### config.mk
export PLATFORM = sky130hd
export DESIGN_NAME = board_supervisor_top
export DESIGN_NICKNAME = d
export VERILOG_FILES = /design/src/hdl/board_pkg.sv /design/src/hdl/board_supervisor_top.sv /design/src/hdl/exit_reporter.sv /design/src/hdl/heartbeat_timer.sv /design/src/hdl/run_sequencer.sv /design/src/hdl/uart_tx.sv
export SDC_FILE = /design/constraint.sdc
export NUM_CORES = 1
export LEC_CHECK = 0
export ABC_AREA = 1
export BUFFER_PORTS_ARGS = -buffer_cell sky130_fd_sc_hd__buf_2
export CORE_MARGIN = 2
export CORE_UTILIZATION = 60
export CTS_CLUSTER_SIZE = 28
export DETAILED_ROUTE_END_ITERATION = 16
export GPL_TIMING_DRIVEN = 0
export PLACE_DENSITY = 0.81
export SYNTH_ARGS = -nofsm -noshare
export SYNTH_HDL_FRONTEND = slang
export SYNTH_SLANG_ARGS = --single-unit
export TNS_END_PERCENT = 10
### constraint.sdc
create_clock -name clk_gen -period 5.9 [get_ports clk_gen]
set_clock_uncertainty 0.2 [all_clocks]
set_input_delay 0.295 -clock clk_gen [delete_from_list [all_inputs] [get_ports clk_gen]]
set_output_delay 0.295 -clock clk_gen [all_outputs]
set_load 0.01 [all_outputs]
### src/hdl/board_pkg.sv
/*
  board supervisor package
  shared constants, exit word views and the report request type
*/
package board_pkg;

  // width of the heartbeat counter whose top bit drives the LED
  localparam int HEARTBEAT_W = 8;

  // clock cycles per UART bit
  localparam int BAUD_DIV = 4;
  localparam int BAUD_CNT_W = $clog2(BAUD_DIV);

  // header plus four data bytes
  localparam int REPORT_BYTES = 5;
  localparam int REPORT_IDX_W = $clog2(REPORT_BYTES);

  localparam logic [7:0] HDR_PASS = 8'hE0;
  localparam logic [7:0] HDR_FAIL = 8'hEF;

  // the exit word is read as raw bytes for the UART and as code plus result bit
  typedef struct packed {
    logic [30:0] code;
    logic        fail; // board result flag in bit 0
  } exit_fields_s;

  typedef union packed {
    logic [31:0]  raw;
    exit_fields_s fields;
  } exit_word_u;

  // request from the sequencer to the reporter
  typedef struct packed {
    logic       valid;
    exit_word_u word;
  } report_req_s;

  typedef enum logic [1:0] {
    IDLE   = 2'd0,
    RUN    = 2'd1,
    REPORT = 2'd2,
    DONE   = 2'd3
  } seq_state_e;

endpackage

### src/hdl/board_supervisor_top.sv
/*
  board supervisor top
  heartbeat, run sequencing and UART exit report for the core wrapper
*/
`timescale 1ns/1ns

module board_supervisor_top (
  input  logic                  clk_gen,
  input  logic                  rst_ni,
  input  logic                  fetch_enable_i,
  input  logic                  exit_valid_i,
  input  board_pkg::exit_word_u exit_word_i,
  output logic                  core_fetch_o,
  output logic                  uart_tx_o,
  output logic                  exit_valid_o,
  output logic                  exit_value_o,
  output logic                  heartbeat_led_o,
  output logic                  rst_led_o
);

  logic                   bit_tick;
  board_pkg::report_req_s report_req;
  logic                   report_ready;
  logic                   report_done;
  logic [7:0]             tx_byte;
  logic                   tx_byte_valid;
  logic                   tx_byte_ready;
  logic                   tx_idle;

  assign rst_led_o = rst_ni; // LED shows reset state

  heartbeat_timer u_heartbeat_timer (
    .clk_gen         (clk_gen),
    .rst_ni          (rst_ni),
    .heartbeat_led_o (heartbeat_led_o),
    .bit_tick_o      (bit_tick)
  );

  run_sequencer u_run_sequencer (
    .clk_gen        (clk_gen),
    .rst_ni         (rst_ni),
    .fetch_enable_i (fetch_enable_i),
    .exit_valid_i   (exit_valid_i),
    .exit_value_i   (exit_word_i),
    .report_ready_i (report_ready),
    .report_done_i  (report_done),
    .core_fetch_o   (core_fetch_o),
    .report_o       (report_req),
    .exit_valid_o   (exit_valid_o),
    .exit_value_o   (exit_value_o)
  );

  exit_reporter u_exit_reporter (
    .clk_gen        (clk_gen),
    .rst_ni         (rst_ni),
    .report_i       (report_req),
    .report_ready_o (report_ready),
    .byte_o         (tx_byte),
    .byte_valid_o   (tx_byte_valid),
    .byte_ready_i   (tx_byte_ready),
    .tx_idle_i      (tx_idle),
    .done_o         (report_done)
  );

  uart_tx u_uart_tx (
    .clk_gen      (clk_gen),
    .rst_ni       (rst_ni),
    .bit_tick_i   (bit_tick),
    .byte_i       (tx_byte),
    .byte_valid_i (tx_byte_valid),
    .byte_ready_o (tx_byte_ready),
    .idle_o       (tx_idle),
    .tx_o         (uart_tx_o)
  );

endmodule

### src/hdl/exit_reporter.sv
/*
  exit reporter
  sends a pass/fail header and the four exit word bytes to the UART
*/
`timescale 1ns/1ns

module exit_reporter (
  input  logic                   clk_gen,
  input  logic                   rst_ni,
  input  board_pkg::report_req_s report_i,
  output logic                   report_ready_o,
  output logic [7:0]             byte_o,
  output logic                   byte_valid_o,
  input  logic                   byte_ready_i,
  input  logic                   tx_idle_i,
  output logic                   done_o
);

  logic                               busy_q;
  logic                               drain_q; // last byte handed over
  logic [board_pkg::REPORT_IDX_W-1:0] idx_q;
  board_pkg::exit_word_u              word_q;

  always_ff @(posedge clk_gen or negedge rst_ni) begin
    if (!rst_ni) begin
      busy_q  <= 1'b0;
      drain_q <= 1'b0;
      idx_q   <= '0;
      done_o  <= 1'b0;
    end else begin
      done_o <= busy_q && drain_q && tx_idle_i; // one cycle pulse as busy clears
      if (report_i.valid && report_ready_o) begin
        busy_q  <= 1'b1;
        drain_q <= 1'b0;
        idx_q   <= '0;
      end else if (byte_valid_o && byte_ready_i) begin
        if (idx_q == board_pkg::REPORT_IDX_W'(board_pkg::REPORT_BYTES - 1)) begin
          drain_q <= 1'b1;
        end else begin
          idx_q <= idx_q + 1'b1;
        end
      end else if (drain_q && tx_idle_i) begin
        busy_q  <= 1'b0; // stop bit of the last frame is out
        drain_q <= 1'b0;
      end
    end
  end

  always_ff @(posedge clk_gen) begin
    if (report_i.valid && report_ready_o) begin
      word_q <= report_i.word;
    end
  end

  always_comb begin
    case (idx_q)
      3'd0:    byte_o = word_q.fields.fail ? board_pkg::HDR_FAIL : board_pkg::HDR_PASS;
      3'd1:    byte_o = word_q.raw[7:0]; // lsb first
      3'd2:    byte_o = word_q.raw[15:8];
      3'd3:    byte_o = word_q.raw[23:16];
      default: byte_o = word_q.raw[31:24];
    endcase
  end

  assign report_ready_o = !busy_q;
  assign byte_valid_o   = busy_q && !drain_q;

  a_byte_hold : assert property (@(posedge clk_gen) disable iff (!rst_ni)
    byte_valid_o && !byte_ready_i |=> byte_valid_o && $stable(byte_o));

endmodule

### src/hdl/heartbeat_timer.sv
/*
  heartbeat timer
  free-running LED counter and the UART bit tick divider
*/
`timescale 1ns/1ns

module heartbeat_timer (
  input  logic clk_gen,
  input  logic rst_ni,
  output logic heartbeat_led_o,
  output logic bit_tick_o
);

  logic [board_pkg::HEARTBEAT_W-1:0] count_q;
  logic [board_pkg::BAUD_CNT_W-1:0]  baud_q;

  always_ff @(posedge clk_gen or negedge rst_ni) begin
    if (!rst_ni) begin
      count_q <= '0;
      baud_q  <= '0;
    end else begin
      count_q <= count_q + 1'b1; // wraps freely
      if (bit_tick_o) begin
        baud_q <= '0;
      end else begin
        baud_q <= baud_q + 1'b1;
      end
    end
  end

  assign heartbeat_led_o = count_q[board_pkg::HEARTBEAT_W-1];
  assign bit_tick_o      = (baud_q == board_pkg::BAUD_CNT_W'(board_pkg::BAUD_DIV - 1));

  // the divider must never produce back-to-back ticks
  a_tick_single : assert property (@(posedge clk_gen) disable iff (!rst_ni)
    bit_tick_o |=> !bit_tick_o);

endmodule

### src/hdl/run_sequencer.sv
/*
  run sequencer
  releases the core on the board switch, captures the exit word,
  requests one report and then raises the board exit pins
*/
`timescale 1ns/1ns

module run_sequencer (
  input  logic                    clk_gen,
  input  logic                    rst_ni,
  input  logic                    fetch_enable_i,
  input  logic                    exit_valid_i,
  input  board_pkg::exit_word_u   exit_value_i,
  input  logic                    report_ready_i,
  input  logic                    report_done_i,
  output logic                    core_fetch_o,
  output board_pkg::report_req_s  report_o,
  output logic                    exit_valid_o,
  output logic                    exit_value_o
);

  board_pkg::seq_state_e state_q, state_d;
  board_pkg::exit_word_u word_q;
  logic                  req_q;

  always_comb begin
    state_d = state_q;
    case (state_q)
      board_pkg::IDLE: begin
        if (fetch_enable_i) state_d = board_pkg::RUN; // switch releases the core
      end
      board_pkg::RUN: begin
        if (exit_valid_i) state_d = board_pkg::REPORT;
      end
      board_pkg::REPORT: begin
        if (report_done_i) state_d = board_pkg::DONE;
      end
      default: state_d = state_q; // DONE holds until reset
    endcase
  end

  always_ff @(posedge clk_gen or negedge rst_ni) begin
    if (!rst_ni) begin
      state_q <= board_pkg::IDLE;
      req_q   <= 1'b0;
    end else begin
      state_q <= state_d;
      if (state_q == board_pkg::RUN && exit_valid_i) begin
        req_q <= 1'b1; // one report per run
      end else if (req_q && report_ready_i) begin
        req_q <= 1'b0;
      end
    end
  end

  // exit word capture
  always_ff @(posedge clk_gen) begin
    if (state_q == board_pkg::RUN && exit_valid_i) begin
      word_q <= exit_value_i;
    end
  end

  assign core_fetch_o   = (state_q == board_pkg::RUN);
  assign report_o.valid = req_q;
  assign report_o.word  = word_q;
  assign exit_valid_o   = (state_q == board_pkg::DONE);
  assign exit_value_o   = (state_q == board_pkg::DONE) & word_q.fields.fail;

  a_req_in_report : assert property (@(posedge clk_gen) disable iff (!rst_ni)
    report_o.valid |-> state_q == board_pkg::REPORT);

  // exit pins are sticky until the next reset
  a_exit_sticky : assert property (@(posedge clk_gen) disable iff (!rst_ni)
    exit_valid_o |=> exit_valid_o);

endmodule

### src/hdl/uart_tx.sv
/*
  UART transmitter
  8N1 serializer, one bit per tick, ready only while the line is idle
*/
`timescale 1ns/1ns

module uart_tx (
  input  logic       clk_gen,
  input  logic       rst_ni,
  input  logic       bit_tick_i,
  input  logic [7:0] byte_i,
  input  logic       byte_valid_i,
  output logic       byte_ready_o,
  output logic       idle_o,
  output logic       tx_o
);

  logic [9:0] shift_q; // stop, data msb..lsb, start
  logic [3:0] ticks_q; // ticks left in the frame
  logic       tx_q;

  // ten ticks put the bits on the line, the eleventh closes the stop bit
  always_ff @(posedge clk_gen or negedge rst_ni) begin
    if (!rst_ni) begin
      ticks_q <= '0;
      tx_q    <= 1'b1; // line idles high
    end else begin
      if (byte_valid_i && byte_ready_o) begin
        ticks_q <= 4'd11;
      end else if (!idle_o && bit_tick_i) begin
        ticks_q <= ticks_q - 1'b1;
        tx_q    <= shift_q[0];
      end
    end
  end

  always_ff @(posedge clk_gen) begin
    if (byte_valid_i && byte_ready_o) begin
      shift_q <= {1'b1, byte_i, 1'b0};
    end else if (!idle_o && bit_tick_i) begin
      shift_q <= {1'b1, shift_q[9:1]}; // fill with stop level
    end
  end

  assign idle_o       = (ticks_q == 4'd0);
  assign byte_ready_o = idle_o;
  assign tx_o         = tx_q;

endmodule

==> results of run 1 <==
-- cell type report --
class                   count  area (sq um)  area share
repair buffers             75           546       0.116
well taps                  77          96.3      0.0205
inverters                  27           104      0.0221
clock inverters             3          17.5     0.00373
multi-input cells         176           948       0.202
clock buffers              13           149      0.0317
flip-flops and latches     97          2780       0.593
plain buffers               7          52.6      0.0112
-- worst max-delay path by stage --
| stage | startpoint | end | slack [ns] |
|---|---|---|---|
| after floorplan | u_run_sequencer.state_q[1]$_DFFE_PN0P_ | u_run_sequencer.word_q[0]$_DFFE_PP_ | 3.91 |
| after global placement | u_run_sequencer.state_q[1]$_DFFE_PN0P_ | u_run_sequencer.word_q[6]$_DFFE_PP_ | 3.75 |
| after detailed placement | u_run_sequencer.state_q[1]$_DFFE_PN0P_ | u_run_sequencer.word_q[11]$_DFFE_PP_ | 3.70 |
| after CTS | u_run_sequencer.state_q[1]$_DFFE_PN0P_ | u_run_sequencer.word_q[13]$_DFFE_PP_ | 3.68 |
| after global routing | u_run_sequencer.state_q[1]$_DFFE_PN0P_ | u_run_sequencer.word_q[27]$_DFFE_PP_ | 3.49 |
| final | u_run_sequencer.state_q[1]$_DFFE_PN0P_ | u_run_sequencer.word_q[23]$_DFFE_PP_ | 3.66 |
-- placed cells by master, fill, tap and decap left out, drive strengths merged --
cell,Yosys,routed
clkinv,0,3
inv,27,27
dlygate4sd3,0,34
clkbuf,1,14
nand2,85,85
xor2,4,4
o22ai,1,1
nor2,21,21
edfxtp,72,72
o21ai,7,7
xnor2,2,2
a21oi,3,3
nand4,3,3
dfrtp,23,23
dfxtp,1,1
buf,6,47
nand3,37,37
ha,12,12
dfstp,1,1
nand3b,1,1
-- registers in the layout, summed over array words and instances, names as in the netlist, 2 cells and up --
name and cells:
u_run_sequencer.word_q 32, u_exit_reporter.word_q 32, u_exit_reporter.idx_q 3, u_run_sequencer.state_q 2, u_heartbeat_timer.baud_q 2, u_uart_tx.shift_q 9
u_uart_tx.ticks_q 4, u_heartbeat_timer.count_q 8
-- cells in the mapped netlist (2+ instances only) --
library cell | count | area (sq um)
a21oi_1 | 2 | 10.0
buf_2 | 2 | 10.0
buf_4 | 2 | 15.0
buf_6 | 2 | 22.5
dfrtp_1 | 23 | 576
edfxtp_1 | 72 | 2160
ha_1 | 12 | 150
inv_1 | 25 | 93.8
nand2_1 | 80 | 300
nand2_2 | 3 | 18.8
nand2_4 | 2 | 22.5
nand3_1 | 36 | 180
nand4_2 | 2 | 25.0
nor2_1 | 18 | 67.6
nor2_4 | 2 | 22.5
o21ai_0 | 5 | 25.0
xnor2_1 | 2 | 17.5
xor2_1 | 4 | 35.0
-- metal layers --
metal  share of wire  wire length [um]  global-route usage  up-vias
li1                -                 -                   -     1205
met1            0.41              2770               0.249     1134
met2            0.51              3450               0.349       66
met3           0.039               263              0.0423       21
met4           0.034               227               0.121        0
met5               0                 0                   0        -
-- cells by family after synthesis --
logic type | count (synthesis) | share of synthesized area
simple gates | 147 | 0.171
buf+inv | 34 | 0.0402
fa+ha+maj | 12 | 0.0386
compound gates | 11 | 0.0203
flops | 97 | 0.716
xor+xnor | 6 | 0.0135
-- power groups by stage --
stage / registers [W] / clock network (W) / logic, W
CTS: 0.000817 / 0.000375 / 0.000132
finish: 0.000819 / 0.000373 / 0.000135
floorplan: 0.000826 / 0 / 0.0000725
detailed placement: 0.000833 / 0 / 0.000115
global route: 0.000822 / 0.000406 / 0.000155
global placement: 0.000830 / 0 / 0.000105
-- tightest hold or removal path: stages --
cell     delay (ns)
buf_2          0.07
o22ai_1        0.08
o21ai_0        0.16
nand2_1        0.05
-- per-stage QoR --
| stage | power [W] | hold WS (ns) |
|---|---|---|
| 5_1_grt | 0.00138 | 0.150 |
| 3_3_place_gp | 0.000935 | 0.105 |
| 2_1_floorplan | 0.000898 | -0.201 |
| 6_report | 0.00133 | 0.128 |
| 4_1_cts | 0.00132 | 0.118 |
| 3_5_place_dp | 0.000947 | 0.112 |
-- repair_timing --
action / CTS / global route
hold buffers: 34 / 0
setup buffers: 0 / 0
hold endpoints to repair: 56 / 0
setup endpoints to repair: 0 / 0
==> summary.md, run 1 <==
| Metric | Value |
|---|---|
| Die W | approximately 85 um |
| Setup_tns | 0 ns |
| IO Count | 42 |
| Insertion delay to the later sink of the worst-skew pair | 0.36 ns |
| Post-Syn Nets | 355 |
| Placement Cell Area | around 4200 sq um |
| ANT cells | 0 |
| Hold Crit Start | fetch_enable_i |
| Hold Path Sink | u_run_sequencer.state_q[0]$_DFFE_PN0P_ |
| Wire length per cell | 14.1 um |
| Cell variety after synth | 31 |
| GRT Util Overall | 0.208 |
| Internal power | 0.00102 W |
| Synth Flop Type | edfxtp_1 |
| Setup Viol. Count Final | 0 |
| Req. time, crit path | 5.67 ns |
| Vias/cell | 5.11 |
| Total congestion overflow | 0 |
| Crit-path cells | inv_1, ha_1, nand2_1, inv_1 |
| Hold depth | 4 |
| Yosys reg bits | 97 |
| Asr flop ratio synth | 0.247 |
| DP Worst Slack | 3.70 ns |
| EDFF count, synth | 72 |
| Detailed Route WL | ~6700 um |
| Worst Setup End Kind | flop |
| Remaining DRCs | 0 |
| CTS Sinks | 97 |
| Max VDD drop | 0.321 mV |
| Switching part of the total power | 0.233 |
| Outcome | finished, final reports clean |
| Initial antenna violation count | 0 |
| Max-slew violations | 0 |
| CTS HTree Levels | 3 |
| Num CTS Buffers | 9 |
| Reg-to-reg endpoint | u_run_sequencer.word_q[23]$_DFFE_PP_ |
| Stages on the worst setup path | 4 |
| Final Hold Fails | 0 |
| Proportion of layout cells with a drive suffix above 1 | 0.191 |
| Register-to-register setup slack | around 3.7 ns |
| Slew margin rel. | 0.198 |
| Post-route cell area | 4700 sq um |
| Post_cts resized | 0 |
| Max-cap violations | 0 |
| Die area | 7140 sq um |
| Slowest stage cell, crit path | inv_1 |
| Min Clock Period, post-route | 2.24 ns |
| RSZ-0062 raised after global routing | false |
| Lkg Pwr | roughly 2.1 nW |
| ANT nets after route | 0 |
| Period utilization | 0.380 |
| Cell chosen for the clock root | clkbuf_8 |
| Achievable frequency | 0.446 GHz |
| Core ar. | approximately 6300 sq um |
| Max FO, Critical Path | 32 |
| Post-synthesis sequential area ratio | 0.716 |
| R2R depth | 4 |
| TritonRoute pass-1 iters | 4 |
| Total number of vias | 2426 |
| DR iter-0 viols | 102 |
| Reg power frac | 0.617 |
| Final Wtd Congestion | approximately 0.7 |
| WP data arrival | 2.01 ns |
| Via count of the first global-routing pass | 2471 |
| Slew @ Worst Pin | 1.20 ns |
| Finished Layout Cells | 475 |
| DIE HEIGHT | 84.5 um |
| CTS max path bufs | 2 |
| Net Sw Power | 0.000309 W |
| Reg-to-Reg Start | u_run_sequencer.state_q[1]$_DFFE_PN0P_ |
| Core Util, Final | 0.744 |
| Num rows | 29 |
| Nets@finish | 441 |
| CP max stage delay | 0.83 ns |
| Buf/Inv on CP | 2 |
| Filler cells | about 400 |
| Area Growth Syn to Fin | 20.8% |
| Logic pwr share | 0.102 |
| Number of port buffers | a little over 40 |
| DP HPWL | 3990 um |
| Clock group share of total power | 0.281 |
| Setup CP Type | reg -> reg |
| Ys Warns | 0 |
| CTS tree | built |
| Syn_area_per_cell | 12.7 sq um |
| First-pass GRT wire length | between 10000 and 15000 um |
| Most frequent CP cell | inv_1 |
| Setup ws final | 3.66 ns |
| PwrDens | 283 nW/um^2 |
| Delay-heaviest family, CP | buffers and inverters |
| Largest net degree at the start of global routing | 34 |
| Clk slew on worst S/H paths | 0.09 ns |
| Post-Syn Area | between 3000 and 4000 sq um |
| Startpoint Class | flop |
| Initial Utilization | 0.616 |
| Cells after Synth | 307 |
| Placed instance count | 425 |
| Worst hold path type | in -> reg |
(Power assumes the default switching activity.)
==> inputs of run 2 (changes only) <==
Settings changed: CORE_UTILIZATION 60 to 58, PLACE_DENSITY 0.81 to 0.79.
Clock period 5.9 ns to 2.1 ns, I/O delays scaled along.
==> summary.md, run 2 (synthesis results as in run 1) <==
| Metric | Value |
|---|---|
| TritonRoute pass-1 iters | 4 |
| Crit-path cells | inv_2, buf_4, ha_1, buf_2, nand2_1, nand2_1, nor2_1, nand2_1, nand2_1, nand2_1 |
| Placement Cell Area | between 4000 and 5000 sq um |
| Number of port buffers | 41 |
| Startpoint Class | flop |
| Core ar. | 6420 sq um |
| CTS HTree Levels | 3 |
| Die W | roughly 86 um |
| Overall Power | 0.00389 W |
| Die area | 7380 sq um |
| Setup CP Type | reg -> reg |
| Largest regs | u_exit_reporter.word_q: 32 flops, u_run_sequencer.word_q: 32 flops, u_uart_tx.shift_q: 9 flops |
| Req. time, crit path | 2.03 ns |
| Filler cells | a little under 400 |
| CTS Sinks | 97 |
| DIE HEIGHT | 85.9 um |
| Commonest non-fill, non-tap cell in the layout | nand2_1 |
| Register-to-register setup slack | about 0.12 ns |
| Max-cap violations | 0 |
| Slew @ Worst Pin | 0.649 ns |
| Insertion delay to the later sink of the worst-skew pair | between 0.3 and 0.4 ns |
| Reg-to-reg endpoint | u_uart_tx.shift_q[6]$_DFFE_PP_ |
| Total number of vias | between 2000 and 2500 |
| Period utilization | 0.941 |
| Min Clock Period, post-route | ~2.0 ns |
| Reg-to-Reg Start | u_exit_reporter.idx_q[2]$_DFFE_PN0P_ |
| Register cell area after layout | 2780 sq um |
| Buf/Inv on CP | 3 |
| Initial Utilization | 0.605 |
| Most frequent cells in the layout | 79 x nand2_1, 72 x edfxtp_1, 44 x buf_2 |
| Total congestion overflow | 0 |
| CTS max path bufs | 2 |
| Achievable frequency | about 0.5 GHz |
| Final Wtd Congestion | 0.803 |
| Worst Setup End Kind | flop |
| Delay-heaviest family, CP | simple AND/OR/NAND/NOR gates |
| Proportion of layout cells with a drive suffix above 1 | 0.211 |
| WP data arrival | 1.90 ns |
| IO Count | 42 |
| Largest net degree at the start of global routing | 34 |
| Setup Viol. Count Final | 0 |
| DP HPWL | 4060 um |
| Cell chosen for the clock root | clkbuf_8 |
| Num rows | 29 |
| Final Hold Fails | 0 |
| Max FO, Critical Path | 10 |
| DR iter-0 viols | 120 |
| RSZ-0062 raised after global routing | true |
| Initial antenna violation count | 0 |
| Area occupied by multi-input gates | 953 sq um |
| CTS tree | built |
| Outcome | finished, final reports clean |
| Num CTS Buffers | 9 |
| Via count of the first global-routing pass | 2553 |
| Post-CTS Repair Setup Buffers | 0 |
| Most frequent CP cell | nand2_1 |
| Nets@finish | approximately 440 |
| Lkg Pwr | roughly 2 nW |
| Detailed Route WL | slightly below 7000 um |
| Placed instance count | between 400 and 500 |
| ANT cells | 0 |
| Remaining DRCs | 0 |
| First-pass GRT wire length | 11400 um |
| Slowest stage cell, crit path | dfrtp_1 |
| Worst hold path type | in -> async |
| Wire length per cell | approximately 15 um |
| Finished Layout Cells | 476 |
| ANT nets after route | 0 |
| Area Growth Syn to Fin | 22.2% |
| Max VDD drop | 0.809 mV |
| Max-slew violations | 0 |
| GRT Util Overall | 0.209 |
| PwrDens | roughly 820 nW/um^2 |
| Post-route cell area | 4750 sq um |
| Slew margin rel. | 0.566 |
| Clk slew on worst S/H paths | 0.09 ns |
| Vias/cell | 5.09 |
| CP max stage delay | 0.40 ns |
| R2R depth | 10 |
[run 2: cell types whose count changed in the layout (fill, tap and decap cells not counted), sizes merged]
cell,before,now
inv,27,28
dlygate4sd3,34,35
clkinv,3,2
clkbuf,14,9
clkinvlp,0,3
bufinv,0,1
buf,47,48
[run 2: cell type report]
cell class	instances	share of cell area
sequential	97	0.586
inverter	27	0.0234
clock inverter	7	0.0161
tap	77	0.0203
timing repair buffer	76	0.117
multi-input combinational	176	0.201
clock buffer	9	0.0261
buffer	7	0.0111
[run 2: worst reg2reg max path: stages (launching register included)]
cell and delay [ns]:
dfrtp_1 0.40, inv_2 0.08, buf_4 0.17, ha_1 0.19, buf_2 0.20, nand2_1 0.10
nand2_1 0.05, nor2_1 0.16, nand2_1 0.09, nand2_1 0.07, nand2_1 0.05
[run 2: stage by stage]
stage | hold slack, ns | setup slack [ns] | utilization | TNS, ns
after detailed placement | -0.0743 | -0.123 | 0.652 | -4.33
after CTS | 0.0691 | 0.0578 | 0.739 | 0
after global routing | 0.104 | -0.0310 | 0.740 | -0.0310
after global placement | -0.0846 | -0.0513 | 0.652 | -1.58
final | 0.0628 | 0.124 | 0.740 | 0
after floorplan | -0.391 | 0.107 | - | 0
[run 2: worst max-delay path by stage]
stage / from / end / cells past startpoint
CTS: u_run_sequencer.state_q[1]$_DFFE_PN0P_ / u_run_sequencer.word_q[2]$_DFFE_PP_ / 4
global route: u_exit_reporter.busy_q$_DFFE_PN0P_ / u_exit_reporter.busy_q$_DFFE_PN0P_ / 5
finish: u_exit_reporter.idx_q[2]$_DFFE_PN0P_ / u_uart_tx.shift_q[6]$_DFFE_PP_ / 10
detailed placement: u_run_sequencer.state_q[1]$_DFFE_PN0P_ / u_run_sequencer.word_q[22]$_DFFE_PP_ / 4
floorplan: u_run_sequencer.state_q[1]$_DFFE_PN0P_ / u_run_sequencer.word_q[0]$_DFFE_PP_ / 4
global placement: u_run_sequencer.state_q[1]$_DFFE_PN0P_ / u_run_sequencer.word_q[16]$_DFFE_PP_ / 4
[run 2: repair_timing]
| item | CTS | global route |
|---|---|---|
| resized for setup | 2 | 3 |
| hold buffers | 35 | 0 |
| hold endpoints to repair | 59 | 0 |
| setup endpoints to repair | 64 | 34 |
[run 2: per-layer routing]
metal  vias up  global-route usage  share of wire
met3        16              0.0472          0.040
met2        76               0.355           0.52
li1       1206                   -              -
met1      1125               0.240           0.41
met4         0               0.131          0.031
met5         -                   0              0
[run 2: power breakdown]
part	internal, W	switching, W	leakage, nW
Combinational	0.000156	0.000230	1.01
Sequential	0.00225	0.0000541	0.951
Clock	0.000562	0.000641	0.102
